File: src/pitaya_pkg.sv
// shared widths, sample type, register map and core id
// plus the neg-slope code conversion used at the ADC and DAC pins

package pitaya_pkg;

  //----------------------------------------
  // datapath
  //----------------------------------------
  localparam int SAMPLE_W  = 14;  // converter resolution
  localparam int ADC_PIN_W = 16;  // pin bus, bits 1:0 not connected
  localparam int N_CH      = 2;   // channel a and b

  typedef logic signed [SAMPLE_W-1:0] sample_t;  // two's complement sample

  //----------------------------------------
  // register bus
  //----------------------------------------
  localparam int ADDR_W     = 8;   // byte address
  localparam int DATA_W     = 32;
  localparam int REGION_LSB = 4;   // region field is adr[7:4]
  localparam int N_REGION   = 3;   // hk, ch a, ch b
  localparam int OFFSET_W   = 2;   // word offset, adr[3:2]

  localparam logic [DATA_W-1:0] CORE_ID = 32'h0A5C_0100;  // read only id word

  // channel register offsets
  localparam logic [OFFSET_W-1:0] REG_SETPOINT = 2'd0;
  localparam logic [OFFSET_W-1:0] REG_KP       = 2'd1;
  localparam logic [OFFSET_W-1:0] REG_LEVEL    = 2'd2;

  // housekeeping offsets
  localparam logic [OFFSET_W-1:0] HK_ID  = 2'd0;
  localparam logic [OFFSET_W-1:0] HK_LED = 2'd1;

  // negative slope offset code <-> two's complement
  // msb kept, rest inverted; the mapping is its own inverse
  function automatic logic [SAMPLE_W-1:0] neg_slope(input logic [SAMPLE_W-1:0] code);
    return {code[SAMPLE_W-1], ~code[SAMPLE_W-2:0]};
  endfunction

endpackage

File: src/reg_bus_if.sv
// register access from the bus hub into one address region
// hub drives strobe, offset and data; the region answers with read data

interface reg_bus_if;

  logic                                wr;      // one cycle write strobe
  logic [pitaya_pkg::OFFSET_W-1:0]     offset;  // word within region
  logic [pitaya_pkg::DATA_W-1:0]       wdata;   // write data
  logic [pitaya_pkg::DATA_W-1:0]       rdata;   // comb. from offset

  // bus hub side
  modport hub
  (
    output wr,
    output offset,
    output wdata,
    input  rdata
  );

  // register block side
  modport regs
  (
    input  wr,
    input  offset,
    input  wdata,
    output rdata
  );

endinterface

File: src/adc_frontend.sv
// ADC input register for both channels
// drops the two unused pin bits, converts to two's complement

module adc_frontend
(
  input  logic                                adc_clk,
  input  logic                                reset_i,
  input  logic [pitaya_pkg::ADC_PIN_W-1:0]    adc_dat_a_i,  // ch a pins
  input  logic [pitaya_pkg::ADC_PIN_W-1:0]    adc_dat_b_i,  // ch b pins
  output pitaya_pkg::sample_t                 sample_o [pitaya_pkg::N_CH]
);

  // raw 14 bit codes, taken from the top of the pin bus
  logic [pitaya_pkg::SAMPLE_W-1:0] pin_code [pitaya_pkg::N_CH];

  assign pin_code[0] = adc_dat_a_i[pitaya_pkg::ADC_PIN_W-1 -: pitaya_pkg::SAMPLE_W];
  assign pin_code[1] = adc_dat_b_i[pitaya_pkg::ADC_PIN_W-1 -: pitaya_pkg::SAMPLE_W];

  //----------------------------------------
  // input register
  //----------------------------------------
  // conversion ahead of the flop so reset gives a true zero sample
  always_ff @(posedge adc_clk)
  begin
    if (reset_i)
    begin
      for (int i = 0; i < pitaya_pkg::N_CH; i++)
      begin
        sample_o[i] <= '0;
      end
    end
    else
    begin
      for (int i = 0; i < pitaya_pkg::N_CH; i++)
      begin
        sample_o[i] <= pitaya_pkg::neg_slope(pin_code[i]);  // offset -> 2's compl.
      end
    end
  end

endmodule

File: src/bus_hub.sv
// Wishbone classic slave: region decode, ack, read mux
// housekeeping region (id word, LED register) lives here

module bus_hub
(
  input  logic                              adc_clk,
  input  logic                              reset_i,
  // Wishbone classic slave
  input  logic                              wb_cyc_i,
  input  logic                              wb_stb_i,
  input  logic                              wb_we_i,
  input  logic [pitaya_pkg::ADDR_W-1:0]     wb_adr_i,
  input  logic [pitaya_pkg::DATA_W-1:0]     wb_dat_i,
  output logic [pitaya_pkg::DATA_W-1:0]     wb_dat_o,
  output logic                              wb_ack_o,
  // housekeeping
  output logic [7:0]                        led_o,
  // channel regions
  reg_bus_if.hub                            ch_bus [1:pitaya_pkg::N_REGION-1]
);

  localparam int REGION_W = pitaya_pkg::ADDR_W - pitaya_pkg::REGION_LSB;

  logic                                req;        // new access this cycle
  logic                                wr_req;     // write part of req
  logic [REGION_W-1:0]                 region;     // adr[7:4]
  logic [pitaya_pkg::OFFSET_W-1:0]     offset;     // adr[3:2]
  logic [pitaya_pkg::DATA_W-1:0]       hk_rdata;   // region 0 read value
  logic [pitaya_pkg::DATA_W-1:0]       rd_mux;     // selected read value
  logic [pitaya_pkg::DATA_W-1:0]       region_rdata [pitaya_pkg::N_REGION];

  //----------------------------------------
  // decode
  //----------------------------------------
  // ack low gap makes a held strobe ack every second cycle
  assign req    = wb_cyc_i & wb_stb_i & ~wb_ack_o;
  assign wr_req = req & wb_we_i;
  assign region = wb_adr_i[pitaya_pkg::ADDR_W-1:pitaya_pkg::REGION_LSB];
  assign offset = wb_adr_i[2 +: pitaya_pkg::OFFSET_W];  // word aligned

  // fan out to channel regions, strobe only the addressed one
  for (genvar g = 1; g < pitaya_pkg::N_REGION; g++)
  begin : g_region
    assign ch_bus[g].wr     = wr_req & (region == REGION_W'(g));
    assign ch_bus[g].offset = offset;
    assign ch_bus[g].wdata  = wb_dat_i;
    assign region_rdata[g]  = ch_bus[g].rdata;
  end

  //----------------------------------------
  // housekeeping region
  //----------------------------------------
  always_comb
  begin
    case (offset)
      pitaya_pkg::HK_ID:  hk_rdata = pitaya_pkg::CORE_ID;
      pitaya_pkg::HK_LED: hk_rdata = {{(pitaya_pkg::DATA_W-8){1'b0}}, led_o};  // zero ext.
      default:            hk_rdata = '0;
    endcase
  end

  assign region_rdata[0] = hk_rdata;

  always_ff @(posedge adc_clk)
  begin
    if (reset_i)
    begin
      led_o <= '0;
    end
    else if (wr_req && region == '0 && offset == pitaya_pkg::HK_LED)
    begin
      led_o <= wb_dat_i[7:0];
    end
  end

  //----------------------------------------
  // read mux and ack
  //----------------------------------------
  // regions past N_REGION fall through to zero
  always_comb
  begin
    rd_mux = '0;
    for (int r = 0; r < pitaya_pkg::N_REGION; r++)
    begin
      if (region == REGION_W'(r))
      begin
        rd_mux = region_rdata[r];
      end
    end
  end

  always_ff @(posedge adc_clk)
  begin
    if (reset_i)
    begin
      wb_ack_o <= 1'b0;
    end
    else
    begin
      wb_ack_o <= req;  // single cycle, any region acks
    end
  end

  // read data, captured on the ack edge
  always_ff @(posedge adc_clk)
  begin
    if (req && !wb_we_i)
    begin
      wb_dat_o <= rd_mux;
    end
  end

endmodule

File: src/feedback_channel.sv
// one feedback channel: setpoint, kp and level registers
// two stage proportional correction plus DC level, saturated to 14 bits

module feedback_channel
#(
  parameter int KP_SHIFT = 8  // product scaling, arithmetic right shift
)
(
  input  logic                  adc_clk,
  input  logic                  reset_i,
  reg_bus_if.regs               bus,       // register region
  input  pitaya_pkg::sample_t   sample_i,  // from ADC front end
  output pitaya_pkg::sample_t   result_o   // to DAC formatter
);

  localparam int KP_W   = 16;
  localparam int DIFF_W = pitaya_pkg::SAMPLE_W + 1;  // setpoint - sample
  localparam int PROD_W = KP_W + DIFF_W;
  localparam int EXT_W  = pitaya_pkg::DATA_W - pitaya_pkg::SAMPLE_W;

  localparam logic signed [PROD_W-1:0] SAT_MAX = 2**(pitaya_pkg::SAMPLE_W-1) - 1;
  localparam logic signed [PROD_W-1:0] SAT_MIN = -(2**(pitaya_pkg::SAMPLE_W-1));

  pitaya_pkg::sample_t          setpoint;
  logic signed [KP_W-1:0]       kp;
  pitaya_pkg::sample_t          level;

  logic signed [DIFF_W-1:0]     diff;      // error term
  logic signed [PROD_W-1:0]     prod_q;    // stage 1
  logic signed [PROD_W-1:0]     shifted;   // scaled product
  pitaya_pkg::sample_t          p_sat;     // proportional term, 14 bit
  logic signed [DIFF_W-1:0]     sum;       // p term + level, one guard bit

  // clamp to the signed 14 bit range
  function automatic pitaya_pkg::sample_t saturate(input logic signed [PROD_W-1:0] x);
    if (x > SAT_MAX)
      return SAT_MAX[pitaya_pkg::SAMPLE_W-1:0];
    else if (x < SAT_MIN)
      return SAT_MIN[pitaya_pkg::SAMPLE_W-1:0];
    else
      return x[pitaya_pkg::SAMPLE_W-1:0];
  endfunction

  //----------------------------------------
  // registers
  //----------------------------------------
  always_ff @(posedge adc_clk)
  begin
    if (reset_i)
    begin
      setpoint <= '0;
      kp       <= '0;
      level    <= '0;
    end
    else if (bus.wr)
    begin
      case (bus.offset)
        pitaya_pkg::REG_SETPOINT: setpoint <= bus.wdata[pitaya_pkg::SAMPLE_W-1:0];
        pitaya_pkg::REG_KP:       kp       <= bus.wdata[KP_W-1:0];
        pitaya_pkg::REG_LEVEL:    level    <= bus.wdata[pitaya_pkg::SAMPLE_W-1:0];
        default:                  ;  // offset 3 unused
      endcase
    end
  end

  // readback, sign extended
  always_comb
  begin
    case (bus.offset)
      pitaya_pkg::REG_SETPOINT: bus.rdata = {{EXT_W{setpoint[pitaya_pkg::SAMPLE_W-1]}}, setpoint};
      pitaya_pkg::REG_KP:       bus.rdata = {{(pitaya_pkg::DATA_W-KP_W){kp[KP_W-1]}}, kp};
      pitaya_pkg::REG_LEVEL:    bus.rdata = {{EXT_W{level[pitaya_pkg::SAMPLE_W-1]}}, level};
      default:                  bus.rdata = '0;
    endcase
  end

  //----------------------------------------
  // datapath
  //----------------------------------------
  assign diff = setpoint - sample_i;  // 15 bit, cannot overflow

  // stage 2 comb: scale, clamp, add level, clamp again
  always_comb
  begin
    shifted = prod_q >>> KP_SHIFT;
    p_sat   = saturate(shifted);
    sum     = p_sat + level;
  end

  always_ff @(posedge adc_clk)
  begin
    if (reset_i)
    begin
      prod_q   <= '0;
      result_o <= '0;
    end
    else
    begin
      prod_q   <= kp * diff;      // stage 1
      result_o <= saturate(sum);  // stage 2
    end
  end

endmodule

File: src/dac_formatter.sv
// DAC output register for both channels
// two's complement back to negative slope offset code

module dac_formatter
(
  input  logic                               adc_clk,
  input  logic                               reset_i,
  input  pitaya_pkg::sample_t                result_i [pitaya_pkg::N_CH],
  output logic [pitaya_pkg::SAMPLE_W-1:0]    dac_dat_a_o,  // ch a code
  output logic [pitaya_pkg::SAMPLE_W-1:0]    dac_dat_b_o   // ch b code
);

  //----------------------------------------
  // output register
  //----------------------------------------
  always_ff @(posedge adc_clk)
  begin
    if (reset_i)
    begin
      // code of a zero sample, 0x1fff
      dac_dat_a_o <= pitaya_pkg::neg_slope('0);
      dac_dat_b_o <= pitaya_pkg::neg_slope('0);
    end
    else
    begin
      dac_dat_a_o <= pitaya_pkg::neg_slope(result_i[0]);
      dac_dat_b_o <= pitaya_pkg::neg_slope(result_i[1]);
    end
  end

endmodule

File: src/pitaya_core.sv
// top level of the analog core: ADC front end, bus hub,
// generate loop of feedback channels and DAC formatter

module pitaya_core
#(
  parameter int KP_SHIFT = 8  // proportional scaling for every channel
)
(
  input  logic                              adc_clk,
  input  logic                              reset_i,
  // ADC
  input  logic [pitaya_pkg::ADC_PIN_W-1:0]  adc_dat_a_i,
  input  logic [pitaya_pkg::ADC_PIN_W-1:0]  adc_dat_b_i,
  // Wishbone classic slave
  input  logic                              wb_cyc_i,
  input  logic                              wb_stb_i,
  input  logic                              wb_we_i,
  input  logic [pitaya_pkg::ADDR_W-1:0]     wb_adr_i,
  input  logic [pitaya_pkg::DATA_W-1:0]     wb_dat_i,
  output logic [pitaya_pkg::DATA_W-1:0]     wb_dat_o,
  output logic                              wb_ack_o,
  // DAC
  output logic [pitaya_pkg::SAMPLE_W-1:0]   dac_dat_a_o,
  output logic [pitaya_pkg::SAMPLE_W-1:0]   dac_dat_b_o,
  // LED
  output logic [7:0]                        led_o
);

  pitaya_pkg::sample_t adc_sample [pitaya_pkg::N_CH];  // 1 cycle after pins
  pitaya_pkg::sample_t ch_result  [pitaya_pkg::N_CH];  // 3 cycles after pins

  // regions 1.. are the channels, region 0 stays inside the hub
  reg_bus_if reg_bus [1:pitaya_pkg::N_REGION-1] ();

  //----------------------------------------
  // ADC in
  //----------------------------------------
  adc_frontend u_adc_frontend
  (
    .adc_clk     (adc_clk),
    .reset_i     (reset_i),
    .adc_dat_a_i (adc_dat_a_i),
    .adc_dat_b_i (adc_dat_b_i),
    .sample_o    (adc_sample)
  );

  //----------------------------------------
  // register bus
  //----------------------------------------
  bus_hub u_bus_hub
  (
    .adc_clk  (adc_clk),
    .reset_i  (reset_i),
    .wb_cyc_i (wb_cyc_i),
    .wb_stb_i (wb_stb_i),
    .wb_we_i  (wb_we_i),
    .wb_adr_i (wb_adr_i),
    .wb_dat_i (wb_dat_i),
    .wb_dat_o (wb_dat_o),
    .wb_ack_o (wb_ack_o),
    .led_o    (led_o),
    .ch_bus   (reg_bus)
  );

  // channel i answers on region i+1
  for (genvar i = 0; i < pitaya_pkg::N_CH; i++)
  begin : g_ch
    feedback_channel #(
      .KP_SHIFT (KP_SHIFT)
    ) u_feedback_channel (
      .adc_clk  (adc_clk),
      .reset_i  (reset_i),
      .bus      (reg_bus[i+1]),
      .sample_i (adc_sample[i]),
      .result_o (ch_result[i])
    );
  end

  //----------------------------------------
  // DAC out
  //----------------------------------------
  dac_formatter u_dac_formatter
  (
    .adc_clk     (adc_clk),
    .reset_i     (reset_i),
    .result_i    (ch_result),
    .dac_dat_a_o (dac_dat_a_o),
    .dac_dat_b_o (dac_dat_b_o)
  );

endmodule

File: config.mk
export PLATFORM = sky130hd
export DESIGN_NAME = pitaya_core
export DESIGN_NICKNAME = d
export VERILOG_FILES = /design/src/pitaya_pkg.sv /design/src/reg_bus_if.sv /design/src/adc_frontend.sv /design/src/bus_hub.sv /design/src/feedback_channel.sv /design/src/dac_formatter.sv /design/src/pitaya_core.sv
export SDC_FILE = /design/constraint.sdc
export NUM_CORES = 2
export LEC_CHECK = 0
export BUFFER_PORTS_ARGS = -buffer_cell sky130_fd_sc_hd__buf_4
export CAP_MARGIN = 20
export CORE_MARGIN = 8
export CORE_UTILIZATION = 23
export CTS_CLUSTER_SIZE = 14
export DETAILED_ROUTE_END_ITERATION = 6
export SKIP_LAST_GASP = 1
export SLEW_MARGIN = 10
export SYNTH_ARGS = -nofsm -noshare
export SYNTH_HDL_FRONTEND = slang
export SYNTH_SLANG_ARGS = --single-unit
File: constraint.sdc
create_clock -name adc_clk -period 7.35 [get_ports adc_clk]
set_clock_uncertainty 0.1 [all_clocks]
set_input_delay 0.3675 -clock adc_clk [delete_from_list [all_inputs] [get_ports adc_clk]]
set_output_delay 0.3675 -clock adc_clk [all_outputs]
set_load 0.1 [all_outputs]
==> impl_metrics.env <==
export IMPL_postLayoutSetupSlackWorst_ns=-0.148
export IMPL_cp_required_ns=7.74
export IMPL_power_density_mw_per_mm2=113
export IMPL_cp_end_kind="flip-flop"
export IMPL_wl_mm=83.2
export IMPL_detail_route_antenna_nets=0
export IMPL_clk_path_buf_depth=3
export IMPL_violations="setup timing"
export IMPL_cts_tree="built"
export IMPL_netlist_top_cells_area="fa_1 33%, dfxtp_1 16%, ha_1 9.5%, inv_1 7.5%, nand2_1 5.9%"
export IMPL_status="complete, but fails checks"
export IMPL_worstMarginPinSlew_ns=1.05
export IMPL_hold_class="input pin to flip-flop"
export IMPL_clock_latency_ns=0.58
export IMPL_antenna_found_initial=17
export IMPL_drive_above_1_share_pct=17.8
export IMPL_htree_levels=1
export IMPL_r2r_cells=34
export IMPL_clkSinkCount=244
export IMPL_fin_nets=4262
export IMPL_r2r_start="g_ch[1].u_feedback_channel.setpoint[0]"
export IMPL_wl_per_cell_um=16.1
export IMPL_rrSetupSlack_ns=-0.15
export IMPL_final_hold_viol_count=0
export IMPL_synthCells=3205
export IMPL_slew_headroom_pct=29.8
export IMPL_num_rows=129
export IMPL_track_usage_pct=12.1
export IMPL_vdd_drop_max_mv=0.175
export IMPL_path_class="flip-flop to flip-flop"
export IMPL_vias_per_cell=4.38
export IMPL_final_setup_viol_count=6
export IMPL_crit_end="g_ch[1].u_feedback_channel.prod_q[27]"
export IMPL_min_delay_start="adc_dat_b_i[15]"
export IMPL_cts_root_buffer="clkbuf_16"
export IMPL_synth_fp_nets=3970
export IMPL_syn_avg_cell_area_sq_um=8.88
export IMPL_clock_fmax_mhz=133
export IMPL_path_clk_slew_ns=0.06
export IMPL_grt_ovfl_total=0
export IMPL_ios=146
export IMPL_cp_slowest_cell="fa_1"
export IMPL_period_share_pct=102
export IMPL_synth_top_flop_cell="dfxtp_1"
export IMPL_critPathLaunchType="flip-flop"
export IMPL_min_period_ns=7.50
export IMPL_die_w_um=368
export IMPL_placeableCoreArea_sq_mm=0.123
export IMPL_crit_cells=34
export IMPL_crit_path_max_incr_delay_ns=0.53
export IMPL_vias=22600
export IMPL_start_util_pct=23.1
export IMPL_synth_seq_cells=244
export IMPL_crit_family="adder cells"
export IMPL_startpoint="g_ch[1].u_feedback_channel.setpoint[0]"
export IMPL_drc=0
export IMPL_tns_ns=-0.605
export IMPL_critPathArrivalTime_ns=7.89
export IMPL_rsz0062_at_grt="yes"
export IMPL_dp_hpwl_mm=65.2
export IMPL_cts_buffers=29
export IMPL_synth_async_reset_ratio_pct=0
export IMPL_first_pass_iters=5
export IMPL_die_y_um=368
export IMPL_max_cap_violations=0
export IMPL_synth_top_area_share_pct=33.2
export IMPL_cp_common_cell="fa_1"
export IMPL_routabilityCongestion=0.851
export IMPL_grt_pass1_vias=23400
export IMPL_reg2reg_to="g_ch[1].u_feedback_channel.prod_q[27]"
export IMPL_drt_initial_drc_count=1649
export IMPL_yosysWarnings=0
export IMPL_power_leakage_nw=16.6
export IMPL_grt_max_degree=94
export IMPL_cp_max_fo=7
export IMPL_grt_first_pass_wirelength_mm=132
export IMPL_synth_area_sq_mm=0.0285
export IMPL_fp_dieArea_sq_mm=0.135
export IMPL_synth_edff_count=17
export IMPL_yosysTopAreaCell="fa_1"
export IMPL_area_growth_syn_to_layout_pct=24.3
export IMPL_portBuffers=123
export IMPL_synth_cell_type_count=74
export IMPL_path_buf_inv=9
export IMPL_drv_slew=0
export IMPL_worst_hold_slack_ns=0.0107
export IMPL_ys_seq_area_share_pct=17.8
[per-stage QoR]
step / area, sq um / std cells / utilization, % / setup WS, ns / power [mW]
finish: 35400 / 5166 / 28.7 / -0.148 / 3.98
global route: 35300 / 5159 / 28.7 / -0.443 / 4.17
CTS: 34400 / 5127 / 27.9 / -0.137 / 3.95
detailed placement: 32500 / 5014 / 26.3 / -0.519 / 2.34
global placement: 32500 / 5014 / 26.3 / -0.409 / 2.33
floorplan: 28500 / 3205 / - / 0.00698 / 2.01
[registers in the layout, summed over array words and instances, names as in the netlist]
name / cells
u_bus_hub.wb_dat_o: 17
g_ch.u_feedback_channel.prod_q: 46
u_adc_frontend.sample_o: 28
u_dac_formatter.dac_dat_a_o: 14
u_bus_hub.led_o: 8
g_ch.u_feedback_channel.level: 28
g_ch.u_feedback_channel.setpoint: 28
g_ch.u_feedback_channel.kp: 32
g_ch.u_feedback_channel.result_o: 28
u_dac_formatter.dac_dat_b_o: 14
u_bus_hub.wb_ack_o: 1
[cells by family after synthesis]
family | after synthesis | synth area share, %
adders and majority gates | 688 | 42.7
xor gates and xnor gates | 87 | 2.68
muxes | 38 | 1.34
AOI/OAI and AO/OA | 411 | 9.21
DFF | 244 | 17.8
and+or+nand+nor | 1011 | 16.4
buffers and inverters | 726 | 9.86
[layout by cell type, fill, tap and decap left out, types with 36 or more instances in the layout]
cell type / netlist / final
nor2_1: 166 / 155
fa_1: 472 / 459
xnor2_1: 56 / 51
nor3_1: 41 / 36
nand2b_1: 38 / 36
and2_1: 100 / 97
nand3_1: 95 / 91
a21oi_1: 182 / 166
inv_1: 567 / 557
ha_1: 216 / 194
o21ai_0: 48 / 39
mux2i_1: 37 / 37
buf_4: 17 / 348
a21o_1: 50 / 50
nand2_1: 451 / 446
dfxtp_1: 227 / 221
[repair_timing]
action                                  4_1_cts  5_1_grt
gates resized for setup                      79      145
endpoints found under the setup margin       29       32
endpoints found under the hold margin        58        0
cloned                                        4        1
buffers inserted                             20       30
pin swaps                                    60       87
hold buffers                                 35        0
[worst min-delay path by stage]
stage                                             endpoint  slack, ns  depth (start not counted)
after floorplan             u_dac_formatter.dac_dat_a_o[0]       0.24                          1
after global placement     u_dac_formatter.dac_dat_a_o[11]       0.25                          1
after detailed placement   u_dac_formatter.dac_dat_a_o[11]       0.25                          1
after CTS                 g_ch[0].u_feedback_channel.kp[7]      0.004                          3
after global routing           u_adc_frontend.sample_o[13]       0.01                          2
final                          u_adc_frontend.sample_o[13]       0.01                          2
[per-layer routing]
| layer | track usage [%] | wire [um] | share of wire [%] | up-vias |
|---|---|---|---|---|
| li1 | - | - | - | 10600 |
| met1 | 17.0 | 38300 | 46 | 11300 |
| met2 | 18.2 | 35700 | 43 | 637 |
| met3 | 3.19 | 6830 | 8.2 | 106 |
| met4 | 3.10 | 2290 | 2.7 | 8 |
| met5 | 0 | 55 | 0.066 | - |
[area by class of cell]
class	count	area, sq um
diodes	9	22.5
well taps	1637	2050
flip-flops and latches	244	5060
fillers	13100	87900
clock buffers	36	802
inverters	567	2130
multi-input cells	2237	21600
clock inverters	18	225
repair buffers	418	3500
[synthesized netlist by cell type (all sizes together) (39+ instances only)]
master	number
nor2	166
inv	567
and2	100
nor3	41
fa	472
xnor2	56
a21o	50
dfxtp	227
a21oi	185
o21ai	53
buf	39
clkbuf	120
nand3	95
ha	216
nand2	453
[power by group]
part	leakage (nW)	internal [mW]	switching, mW
Sequential	2.01	1.40	0.0279
Clock	0.507	0.921	0.617
Combinational	14.1	0.408	0.610
Power figures use the tool's default switching activity.
